[config.mk]
export PLATFORM = sky130hd
export DESIGN_NAME = sifhTop
export DESIGN_NICKNAME = d
export VERILOG_FILES = /design/src/sifhPkg.sv /design/src/histBinRam.sv /design/src/histBuilder.sv /design/src/peakCombiner.sv /design/src/sifhTop.sv
export SDC_FILE = /design/constraint.sdc
export NUM_CORES = 1
export LEC_CHECK = 0
export BUFFER_PORTS_ARGS = -buffer_cell sky130_fd_sc_hd__buf_2
export CAP_MARGIN = 15
export CORE_MARGIN = 5
export CORE_UTILIZATION = 63
export DETAILED_ROUTE_END_ITERATION = 7
export PLACE_DENSITY = 0.79
export SETUP_SLACK_MARGIN = 0.3
export SYNTH_ARGS = -nofsm -noshare
export SYNTH_HDL_FRONTEND = slang
export SYNTH_HIERARCHICAL = 1
export SYNTH_SLANG_ARGS = --single-unit
[constraint.sdc]
create_clock -name clk -period 5.5 [get_ports clk]
set_input_delay 1.1 -clock clk [delete_from_list [all_inputs] [get_ports clk]]
set_output_delay 1.1 -clock clk [all_outputs]
set_load 0.005 [all_outputs]
[src/sifhPkg.sv]
`default_nettype none

package sifhPkg;

    // bin index width
    localparam int binBits = 6;

    // bins per pixel histogram
    localparam int binNum = 1 << binBits;

    // per-bin count width
    localparam int countBits = 8;

    // counts stick here instead of wrapping
    localparam logic [countBits-1:0] countMax = {countBits{1'b1}};

    // pixels served by one top level
    localparam int pixelNum = 2;

    // credits granted by the consumer out of reset
    localparam int creditMax = 2;

    // credit counter must hold 0 .. creditMax
    localparam int creditBits = $clog2(creditMax + 1);

    // histogram builder fsm encoding
    localparam int stateBits = 2;
    // normal hit accumulation
    localparam logic [stateBits-1:0] stCollect = 2'd0;
    // let the last hits retire
    localparam logic [stateBits-1:0] stDrain = 2'd1;
    // peak search with clear behind
    localparam logic [stateBits-1:0] stScan = 2'd2;
    // peak on display until taken
    localparam logic [stateBits-1:0] stHold = 2'd3;

endpackage

`default_nettype wire

[src/histBinRam.sv]
`timescale 1ns/1ps
`default_nettype none

module histBinRam (
    input  logic                           clk,
    input  logic                           rdEn,
    input  logic [sifhPkg::binBits-1:0]    rdAddr,
    output logic [sifhPkg::countBits-1:0]  rdData,
    input  logic                           wrEn,
    input  logic [sifhPkg::binBits-1:0]    wrAddr,
    input  logic [sifhPkg::countBits-1:0]  wrData
);

    // one count per bin
    logic [sifhPkg::countBits-1:0] mem [0:(1 << sifhPkg::binBits)-1];

    // simulation start value, later kept clean by the scan
    initial begin
        for (int i = 0; i < (1 << sifhPkg::binBits); i++) begin
            mem[i] = '0;
        end
    end

    // write port
    always_ff @(posedge clk) begin
        if (wrEn) begin
            mem[wrAddr] <= wrData;
        end
    end

    // registered read port
    // same-address read and write returns the old count
    always_ff @(posedge clk) begin
        if (rdEn) begin
            rdData <= mem[rdAddr];
        end
    end

endmodule

`default_nettype wire

[src/histBuilder.sv]
`timescale 1ns/1ps
`default_nettype none

module histBuilder (
    input  logic                           clk,
    input  logic                           res,
    input  logic                           hitValid,
    input  logic [sifhPkg::binBits-1:0]    hitBin,
    input  logic                           frameEnd,
    output logic                           busy,
    output logic                           peakValid,
    output logic [sifhPkg::binBits-1:0]    peakBin,
    output logic [sifhPkg::countBits-1:0]  peakCount,
    input  logic                           peakTaken
);

    // fsm
    logic [sifhPkg::stateBits-1:0] state;
    // second drain cycle
    logic drainCnt;
    // bin being read in scan
    logic [sifhPkg::binBits-1:0] scanAddr;

    // ram ports
    logic                          rdEn;
    logic [sifhPkg::binBits-1:0]   rdAddr;
    logic [sifhPkg::countBits-1:0] rdData;
    logic                          wrEn;
    logic [sifhPkg::binBits-1:0]   wrAddr;
    logic [sifhPkg::countBits-1:0] wrData;

    // stage 1, read issued last edge, data on rdData now
    logic                        s1Valid;
    logic                        s1Clear;
    logic [sifhPkg::binBits-1:0] s1Bin;

    // stage 2, copy of the write that retired at the last edge
    logic                          s2Valid;
    logic [sifhPkg::binBits-1:0]   s2Bin;
    logic [sifhPkg::countBits-1:0] s2Count;

    // increment path
    logic [sifhPkg::countBits-1:0] baseCount;
    logic [sifhPkg::countBits-1:0] incCount;
    // final compare of the scan this cycle
    logic lastBin;

    histBinRam binRam (
        .clk    (clk),
        .rdEn   (rdEn),
        .rdAddr (rdAddr),
        .rdData (rdData),
        .wrEn   (wrEn),
        .wrAddr (wrAddr),
        .wrData (wrData)
    );

    // read side
    // hits read straight away, scan reads one bin per cycle
    always_comb begin
        rdEn   = 1'b0;
        rdAddr = hitBin;
        if (state == sifhPkg::stScan) begin
            rdEn   = 1'b1;
            rdAddr = scanAddr;
        end else if (state == sifhPkg::stCollect) begin
            rdEn = hitValid;
        end
    end

    // ram still shows the old count when the previous hit hit the same bin
    assign baseCount = (s2Valid && s2Bin == s1Bin) ? s2Count : rdData;

    // saturating +1
    assign incCount = (baseCount == sifhPkg::countMax) ? sifhPkg::countMax
                                                       : baseCount + 1'b1;

    // write side, one cycle behind the read
    assign wrEn   = s1Valid;
    assign wrAddr = s1Bin;
    // scan writes zero behind itself
    assign wrData = s1Clear ? '0 : incCount;

    assign lastBin = s1Valid && s1Clear && (int'(s1Bin) == sifhPkg::binNum - 1);

    assign busy = (state != sifhPkg::stCollect);

    // control
    always_ff @(posedge clk or negedge res) begin
        if (!res) begin
            state     <= sifhPkg::stCollect;
            drainCnt  <= 1'b0;
            scanAddr  <= '0;
            peakValid <= 1'b0;
        end else begin
            case (state)
                sifhPkg::stCollect: begin
                    drainCnt <= 1'b0;
                    if (frameEnd) begin
                        state <= sifhPkg::stDrain;
                    end
                end
                sifhPkg::stDrain: begin
                    // two cycles, last hit is written in the first
                    drainCnt <= 1'b1;
                    if (drainCnt) begin
                        state <= sifhPkg::stScan;
                    end
                end
                sifhPkg::stScan: begin
                    // wraps back to bin 0 for the next frame
                    scanAddr <= scanAddr + 1'b1;
                    if (int'(scanAddr) == sifhPkg::binNum - 1) begin
                        state <= sifhPkg::stHold;
                    end
                end
                sifhPkg::stHold: begin
                    if (peakTaken) begin
                        state <= sifhPkg::stCollect;
                    end
                end
                default: begin
                    state <= sifhPkg::stCollect;
                end
            endcase

            // valid once the last bin went through the compare
            if (lastBin) begin
                peakValid <= 1'b1;
            end else if (state == sifhPkg::stHold && peakTaken) begin
                peakValid <= 1'b0;
            end
        end
    end

    // pipeline valids
    always_ff @(posedge clk or negedge res) begin
        if (!res) begin
            s1Valid <= 1'b0;
            s1Clear <= 1'b0;
            s2Valid <= 1'b0;
        end else begin
            s1Valid <= rdEn;
            s1Clear <= (state == sifhPkg::stScan);
            s2Valid <= wrEn;
        end
    end

    // pipeline payload and running maximum
    always_ff @(posedge clk) begin
        s1Bin   <= rdAddr;
        s2Bin   <= wrAddr;
        s2Count <= wrData;
        if (s1Valid && s1Clear) begin
            // bin 0 seeds the max
            // strict compare keeps the lower bin on a tie
            if (s1Bin == '0 || rdData > peakCount) begin
                peakBin   <= s1Bin;
                peakCount <= rdData;
            end
        end
    end

    // sensor side must stay quiet while a frame is processed
    hitWhileBusy: assert property (@(posedge clk) disable iff (!res)
        busy |-> !hitValid)
        else $error("hit received while busy");

    frameEndWhileBusy: assert property (@(posedge clk) disable iff (!res)
        busy |-> !frameEnd)
        else $error("frame end received while busy");

    // clear write trails the read by one bin
    scanCollision: assert property (@(posedge clk) disable iff (!res)
        (state == sifhPkg::stScan && wrEn) |-> (wrAddr != rdAddr))
        else $error("scan read and write on the same bin");

endmodule

`default_nettype wire

[src/peakCombiner.sv]
`timescale 1ns/1ps
`default_nettype none

module peakCombiner (
    input  logic                           clk,
    input  logic                           res,
    input  logic                           peakValid0,
    input  logic                           peakValid1,
    input  logic [sifhPkg::binBits-1:0]    peakBin0,
    input  logic [sifhPkg::binBits-1:0]    peakBin1,
    input  logic [sifhPkg::countBits-1:0]  peakCount0,
    input  logic [sifhPkg::countBits-1:0]  peakCount1,
    output logic                           peakTaken,
    input  logic                           creditReturn,
    output logic                           resultValid,
    output logic                           resultPixel,
    output logic [sifhPkg::binBits-1:0]    resultBin,
    output logic [sifhPkg::countBits-1:0]  resultCount
);

    // credits left at the consumer
    logic [sifhPkg::creditBits-1:0] credits;
    // take the peaks this cycle
    logic issue;
    // pixel 1 strictly stronger
    logic pick1;

    // peakValid is still high in the peakTaken cycle
    assign issue = peakValid0 && peakValid1 && !peakTaken && (credits != '0);

    // tie goes to pixel 0
    assign pick1 = (peakCount1 > peakCount0);

    // credit counter
    always_ff @(posedge clk or negedge res) begin
        if (!res) begin
            credits <= sifhPkg::creditMax[sifhPkg::creditBits-1:0];
        end else begin
            case ({issue, creditReturn})
                2'b10: credits <= credits - 1'b1;
                2'b01: credits <= credits + 1'b1;
                // issue and return cancel out
                default: credits <= credits;
            endcase
        end
    end

    // handshake pulses
    always_ff @(posedge clk or negedge res) begin
        if (!res) begin
            resultValid <= 1'b0;
            peakTaken   <= 1'b0;
        end else begin
            resultValid <= issue;
            peakTaken   <= issue;
        end
    end

    // result word
    always_ff @(posedge clk) begin
        if (issue) begin
            resultPixel <= pick1;
            resultBin   <= pick1 ? peakBin1 : peakBin0;
            resultCount <= pick1 ? peakCount1 : peakCount0;
        end
    end

    // consumer returns no more than it was given
    creditOverflow: assert property (@(posedge clk) disable iff (!res)
        (creditReturn && !issue) |-> (int'(credits) < sifhPkg::creditMax))
        else $error("credit return beyond creditMax");

    // builders drop their peaks right after the take
    peakRelease: assert property (@(posedge clk) disable iff (!res)
        peakTaken |=> (!peakValid0 && !peakValid1))
        else $error("peak still valid after peakTaken");

endmodule

`default_nettype wire

[src/sifhTop.sv]
`timescale 1ns/1ps
`default_nettype none

module sifhTop (
    input  logic                           clk,
    input  logic                           res,
    input  logic                           hitValid0,
    input  logic [sifhPkg::binBits-1:0]    hitBin0,
    input  logic                           hitValid1,
    input  logic [sifhPkg::binBits-1:0]    hitBin1,
    input  logic                           frameEnd,
    output logic                           busy,
    input  logic                           creditReturn,
    output logic                           resultValid,
    output logic                           resultPixel,
    output logic [sifhPkg::binBits-1:0]    resultBin,
    output logic [sifhPkg::countBits-1:0]  resultCount
);

    // builder to combiner
    logic                          peakValid0;
    logic                          peakValid1;
    logic [sifhPkg::binBits-1:0]   peakBin0;
    logic [sifhPkg::binBits-1:0]   peakBin1;
    logic [sifhPkg::countBits-1:0] peakCount0;
    logic [sifhPkg::countBits-1:0] peakCount1;
    // one take for both
    logic                          peakTaken;

    // pixel 0 speaks for both
    histBuilder pixel0 (
        .clk       (clk),
        .res       (res),
        .hitValid  (hitValid0),
        .hitBin    (hitBin0),
        .frameEnd  (frameEnd),
        .busy      (busy),
        .peakValid (peakValid0),
        .peakBin   (peakBin0),
        .peakCount (peakCount0),
        .peakTaken (peakTaken)
    );

    histBuilder pixel1 (
        .clk       (clk),
        .res       (res),
        .hitValid  (hitValid1),
        .hitBin    (hitBin1),
        .frameEnd  (frameEnd),
        .busy      (),
        .peakValid (peakValid1),
        .peakBin   (peakBin1),
        .peakCount (peakCount1),
        .peakTaken (peakTaken)
    );

    peakCombiner combiner (
        .clk          (clk),
        .res          (res),
        .peakValid0   (peakValid0),
        .peakValid1   (peakValid1),
        .peakBin0     (peakBin0),
        .peakBin1     (peakBin1),
        .peakCount0   (peakCount0),
        .peakCount1   (peakCount1),
        .peakTaken    (peakTaken),
        .creditReturn (creditReturn),
        .resultValid  (resultValid),
        .resultPixel  (resultPixel),
        .resultBin    (resultBin),
        .resultCount  (resultCount)
    );

endmodule

`default_nettype wire

==> results of run 1 <==
cell type report:
class | instances | area [um2]
sequential | 1152 | 34000
fill | 4096 | 21800
multi-input combinational | 1083 | 11400
clock buffer | 134 | 2860
tap | 959 | 1200
clock inverter | 66 | 693
timing repair buffer | 82 | 628
inverter | 37 | 139
final timing paths:
path                       slack [ns]                        start  cells after the start                                end
setup / recovery                 1.16  pixel1/state[0]$_DFFE_PN0P_                      8  pixel1/binRam/rdData[6]$_DFFE_PP_
hold / removal                   0.49  pixel1/drainCnt$_DFFE_PN0P_                      1        pixel1/drainCnt$_DFFE_PN0P_
setup reg to reg                 1.16  pixel1/state[0]$_DFFE_PN0P_                      8  pixel1/binRam/rdData[6]$_DFFE_PP_
hold reg to reg                  0.49  pixel1/drainCnt$_DFFE_PN0P_                      1        pixel1/drainCnt$_DFFE_PN0P_
max in group asynchronous        4.47                          res                      1     combiner/resultValid$_DFF_PN0_
min in group asynchronous        0.50                          res                      1     pixel0/scanAddr[0]$_DFFE_PN0P_
power groups by stage:
stage               clock network (uW)  logic [uW]  registers [uW]
floorplan                            0        12.4            9640
global placement                     0        25.5            9640
detailed placement                   0        26.8            9640
CTS                               7560        27.3            9460
global route                      7980        31.0            9450
finish                            7500        26.1            9460
through the flow:
| stage | instance area (um2) | total power, uW | utilization (%) | hold WS [ns] |
|---|---|---|---|---|
| global placement | 47300 | 9670 | 65.0 | 0.465 |
| detailed placement | 47300 | 9670 | 65.0 | 0.480 |
| global route | 51000 | 17500 | 70.0 | 0.515 |
| CTS | 50900 | 17000 | 69.9 | 0.494 |
| floorplan | 46200 | 9650 | - | 0.390 |
| finish | 51000 | 17000 | 70.0 | 0.489 |
per-layer routing:
| layer | vias up | share of wire [%] |
|---|---|---|
| li1 | 9906 | - |
| met1 | 12600 | 37 |
| met2 | 1697 | 49 |
| met3 | 217 | 12 |
| met4 | 0 | 2.4 |
| met5 | - | 0 |
worst register-to-register path, delay by kind of cell (launching register included):
family,cells,cell delay [ns]
AOI/OAI and AO/OA,2,0.50
muxes,3,1.75
adders and majority gates,1,0.61
DFF,1,0.41
and+or+nand+nor,1,0.68
buffers and inverters,1,0.09
cells by family after synthesis:
kind of cell / count (synthesis) / synth area share (%)
flops: 1152 / 73.6
simple gates: 456 / 4.82
mux: 360 / 14.8
compound gates: 199 / 3.21
buf+inv: 159 / 1.99
fa+ha+maj: 37 / 1.00
xor+xnor: 31 / 0.587
sequential cells by signal (all words and copies together), names as in the netlist, 8 cells and up:
name / count
pixel0/s2Count: 8
pixel0/peakCount: 8
pixel1/peakCount: 8
combiner/resultCount: 8
pixel1/s2Count: 8
pixel1/binRam/rdData: 8
pixel1/binRam/mem: 512
pixel0/binRam/rdData: 8
pixel0/binRam/mem: 512
cell usage in the layout, fill, tap and decap left out, drive strengths merged, types with 39 or more instances in the layout:
cell type	n
edfxtp	1083
mux4	252
nor2	178
clkbuf	134
buf	82
nand2	71
mux2i	56
mux2	52
clkinv	46
inv	43
dfxtp	40
nor3	39
==> flow_metrics.env, run 1 <==
export IMPL_grt_total_usage_pct=27.1
export IMPL_slowest_stage="mux2_8"
export IMPL_period_share_pct=78.9
export IMPL_grt_use_met1_pct=39.1
export IMPL_synth_commonest_cells="edfxtp_1 (1083), mux4_2 (252), nor2_1 (176), nand2_1 (71), mux2i_1 (56)"
export IMPL_grt_antenna_before_repair=1
export IMPL_outcome="completed"
export IMPL_gr_total_overflow=0
export IMPL_timing_critical_path_cells="inv_1, ha_1, mux2_8, mux4_2, mux2_2, o221a_2, nor3_1, o32ai_1"
export IMPL_wl_per_cell_um=30.6
export IMPL_cts_buffers_inserted=108
export IMPL_synth_nets=2449
export IMPL_die_w_um=281
export IMPL_relSlewSlack_pct=22.6
export IMPL_core_area_um2=72800
export IMPL_cts_root_buf="clkbuf_16"
export IMPL_finalSetupTns_ns=0
export IMPL_hp_class="reg -> reg"
export IMPL_drcViolationCount=0
export IMPL_syn_inst=2394
export IMPL_syn2layout_area_growth_pct=10.3
export IMPL_synthFlopType="edfxtp_1"
export IMPL_via_count=24400
export IMPL_path_max_fanout=66
export IMPL_post_cts_buffers=0
export IMPL_hold_viol_final=0
export IMPL_cts_tree="yes"
export IMPL_netlist_area_um2=46200
export IMPL_num_nets_final=2519
export IMPL_pwr_share_seq_pct=55.7
export IMPL_path_clk_slew_ns=0.06
export IMPL_ir_drop_mv=0.323
export IMPL_setup_viol=0
export IMPL_gp_congestion=0.874
export IMPL_slowest_delay_ns=0.71
export IMPL_endpoint_kind="flop"
export IMPL_drv_slew=0
export IMPL_grt_use_met2_pct=43.1
export IMPL_ys_ff_latch=1152
export IMPL_row_count=99
export IMPL_grt_pass1_vias=24400
export IMPL_grt_pass1_wl_mm=159
export IMPL_dr_pass1_iters=6
export IMPL_p_clk_share_pct=44.2
export IMPL_cap_violations=0
export IMPL_cp_top_family="multiplexers"
export IMPL_initial_core_util_pct=63.5
export IMPL_cts_max_level=3
export IMPL_clk_latency_ns=0.68
export IMPL_ctsHoldBuffers=0
export IMPL_viasPerCell=6.96
export IMPL_drtAntennaViolNets=0
export IMPL_ios=35
export IMPL_grt_use_met3_pct=6.40
export IMPL_synth_area_top_cells="edfxtp_1 (70%), mux4_2 (12%), dfxtp_1 (1.7%)"
export IMPL_setup_slack_ns=1.16
export IMPL_critPathArrivalTime_ns=4.71
export IMPL_power_frac_comb_pct=0.2
export IMPL_rsz0062_at_grt="false"
export IMPL_crit_buf_inv=1
export IMPL_start_kind="flop"
export IMPL_port_buffer_count=34
export IMPL_switchingPower_uw=3250
export IMPL_power_internal_uw=13700
export IMPL_async_flop_share_pct=2.52
export IMPL_cts_resized=0
export IMPL_tightest_slew_ns=1.16
export IMPL_synth_top_area_share_pct=70.3
export IMPL_dp_hpwl_mm=63.6
export IMPL_wl_mm=107
export IMPL_fin_skew_ns=0.0286
export IMPL_synth_most_common_cell="edfxtp_1"
export IMPL_p_sw_share_pct=19.1
export IMPL_synth_edff_count=1083
export IMPL_grt_busiest_layer="met2"
export IMPL_critPathKind="reg -> reg"
export IMPL_yosys_area_top_type="edfxtp_1"
export IMPL_yosysWarnings=6
export IMPL_die_y_um=281
export IMPL_ys_seq_area_share_pct=73.6
export IMPL_pre_cts_ws_ns=1.23
export IMPL_required_ns=5.87
export IMPL_max_freq_ghz=0.230
export IMPL_power_density_nw_per_um2=333
export IMPL_dieArea_um2=78900
export IMPL_p_leak_uw=0.0144
export IMPL_dp_cells=3308
export IMPL_insertedDiodeCount=0
export IMPL_grt_max_degree=67
export IMPL_drive_gt1_share_pct=22.3
export IMPL_syn_area_per_cell_um2=19.3
export IMPL_clk_path_buf_depth=3
export IMPL_stdcell_count=3513
export IMPL_drt_initial_drc_count=3535
export IMPL_synth_cell_types=62
export IMPL_clock_sinks=1152
export IMPL_period_needed_ns=4.34
Note: power is estimated with default switching activity, not from simulation.
==> run 2: changes to the inputs <==
--- a/config.mk
+++ b/config.mk
@@ -8,9 +8,9 @@
 export BUFFER_PORTS_ARGS = -buffer_cell sky130_fd_sc_hd__buf_2
 export CAP_MARGIN = 15
 export CORE_MARGIN = 5
-export CORE_UTILIZATION = 63
+export CORE_UTILIZATION = 57
 export DETAILED_ROUTE_END_ITERATION = 7
-export PLACE_DENSITY = 0.79
+export PLACE_DENSITY = 0.76
 export SETUP_SLACK_MARGIN = 0.3
 export SYNTH_ARGS = -nofsm -noshare
 export SYNTH_HDL_FRONTEND = slang
==> constraint.sdc (replaced) <==
create_clock -name clk -period 3.85 [get_ports clk]
set_input_delay 0.77 -clock clk [delete_from_list [all_inputs] [get_ports clk]]
set_output_delay 0.77 -clock clk [all_outputs]
set_load 0.005 [all_outputs]
==> run 2 against run 1 <==
  * Setup slack got worse by 0.77 ns
  * Final cell count is 4.5% higher
  * Total power increased by 45%
  * Cell area increased by 1.8%
  * Critical path depth is the same
  * First-iteration DRC count decreased by 14%
  * Count of clock-buffer cells in the layout increased by 8
  * Largest cell class unchanged
==> flow_metrics.env, run 2 (synthesis gave the netlist of run 1 again) <==
export IMPL_largestRegisters="pixel0/binRam/mem (512), pixel1/binRam/mem (512)"
export IMPL_hp_class="in -> async"
export IMPL_cts_max_level=3
export IMPL_slowest_delay_ns=0.54
export IMPL_critPathArrivalTime_ns=3.87
export IMPL_start_kind="flop"
export IMPL_p_leak_uw=0.0148
export IMPL_clock_sinks=1152
export IMPL_critPathKind="reg -> reg"
export IMPL_die_w_um=295
export IMPL_port_buffer_count=34
export IMPL_fin_skew_ns=0.0906
export IMPL_grt_max_degree=66
export IMPL_slowest_stage="mux2_8"
export IMPL_fin_area_um2=52000
export IMPL_initial_core_util_pct=57.4
export IMPL_clk_latency_ns=0.72
export IMPL_gp_congestion=0.856
export IMPL_final_common_cell="edfxtp_1"
export IMPL_endpoint_kind="flop"
export IMPL_drcViolationCount=0
export IMPL_placedInstanceArea_um2=48000
export IMPL_dr_pass1_iters=6
export IMPL_drtAntennaViolNets=0
export IMPL_clk_path_buf_depth=3
export IMPL_period_needed_ns=3.46
export IMPL_pre_cts_ws_ns=0.183
export IMPL_grt_total_usage_pct=24.7
export IMPL_grt_antenna_before_repair=3
export IMPL_setup_slack_ns=0.389
export IMPL_cts_buffers_inserted=112
export IMPL_drv_slew=0
export IMPL_cts_root_buf="clkbuf_16"
export IMPL_tightest_slew_ns=1.14
export IMPL_grt_pass1_vias=24900
export IMPL_relSlewSlack_pct=23.6
export IMPL_power_density_nw_per_um2=475
export IMPL_path_max_fanout=21
export IMPL_required_ns=4.26
export IMPL_max_freq_ghz=0.289
export IMPL_cp_top_family="multiplexers"
export IMPL_outcome="completed"
export IMPL_period_share_pct=89.9
export IMPL_num_nets_final=2569
export IMPL_row_count=104
export IMPL_power_uw=24700
export IMPL_dieArea_um2=86900
export IMPL_cts_tree="yes"
export IMPL_grt_pass1_wl_mm=161
export IMPL_die_y_um=295
export IMPL_viasPerCell=6.59
export IMPL_ir_drop_mv=0.428
export IMPL_drt_initial_drc_count=3044
export IMPL_drive_gt1_share_pct=24.4
export IMPL_wl_mm=106
export IMPL_ctsHoldBuffers=0
export IMPL_crit_buf_inv=1
export IMPL_rsz0062_at_grt="false"
export IMPL_setup_viol=0
export IMPL_syn2layout_area_growth_pct=12.4
export IMPL_core_area_um2=80500
export IMPL_hold_viol_final=0
export IMPL_dp_hpwl_mm=63.4
export IMPL_wl_per_cell_um=28.8
export IMPL_via_count=24200
export IMPL_gr_total_overflow=0
export IMPL_cap_violations=0
export IMPL_path_clk_slew_ns=0.07
export IMPL_ios=35
export IMPL_layout_common_cells="edfxtp_1 (1083), mux4_2 (252), nor2_1 (174)"
export IMPL_hold_ws_ns=0.125
export IMPL_timing_critical_path_cells="inv_1, ha_2, mux2_8, mux4_2, mux2_2, o221a_2, nor3_1, o32ai_1"
-- run 2: cell types whose count changed in the layout (fill, tap and decap cells not counted), moves of 4 or more --
cell       change
buf_4         +32
buf_12        +15
clkinv_2       +7
clkbuf_16      +6
clkinv_1       -4
clkinv_16      +4
-- run 2: metal layers --
layer  up-vias  routed length [um]  share of wire [%]  track usage, %
met5         -                  27              0.026               0
met4         4                3980                3.8            8.85
met3       268               10600                 10            4.85
met2      1509               52100                 49            40.0
met1     12400               39000                 37            34.2
li1      10000                   -                  -               -
-- run 2: final timing paths --
path                                                   from                                end  slack (ns)  cells after the start
worst min register to register  pixel0/drainCnt$_DFFE_PN0P_        pixel0/drainCnt$_DFFE_PN0P_        0.48                      1
worst max register to register  pixel1/state[0]$_DFFE_PN0P_  pixel1/binRam/rdData[6]$_DFFE_PP_        0.39                      8
max in group asynchronous                               res           pixel1/s1Valid$_DFF_PN0_        3.18                      1
worst max-delay path            pixel1/state[0]$_DFFE_PN0P_  pixel1/binRam/rdData[6]$_DFFE_PP_        0.39                      8
min in group clk                               creditReturn    combiner/credits[0]$_DFFE_PN0P_        0.41                      3
worst min-delay path                                    res     combiner/resultValid$_DFF_PN0_        0.12                      1
-- run 2: where the power goes --
part | total [uW] | switching (uW) | leakage (uW) | internal, uW
registers | 13500 | 9.93 | 0.00883 | 13500
clock network | 11100 | 4700 | 0.00187 | 6400
logic | 40.3 | 22.3 | 0.00412 | 18.0
total | 24700 | 4740 | 0.0148 | 19900
-- run 2: final cells by class --
class | instances | area (um2)
clock buffer | 142 | 3050
antenna | 1 | 2.50
tap | 1060 | 1330
inverter | 37 | 139
timing repair buffer | 126 | 1090
clock inverter | 69 | 768
fill | 5109 | 28600
multi-input combinational | 1085 | 11500
sequential | 1152 | 34000
-- run 2: metrics by stage --
stage | TNS, ns | instances | util, %
after floorplan | -253.02 | 2394 | -
after global placement | 0 | 3452 | 59.6
after detailed placement | 0 | 3452 | 59.6
after CTS | 0 | 3665 | 64.4
after global routing | 0 | 3671 | 64.5
final | 0 | 3672 | 64.5
-- run 2: repair_timing --
action / in CTS / in global routing
gates cloned: 2 / 0
pin swaps: 0 / 0
setup buffers: 0 / 6
resized for setup: 6 / 3
endpoints found under the setup margin: 4 / 6
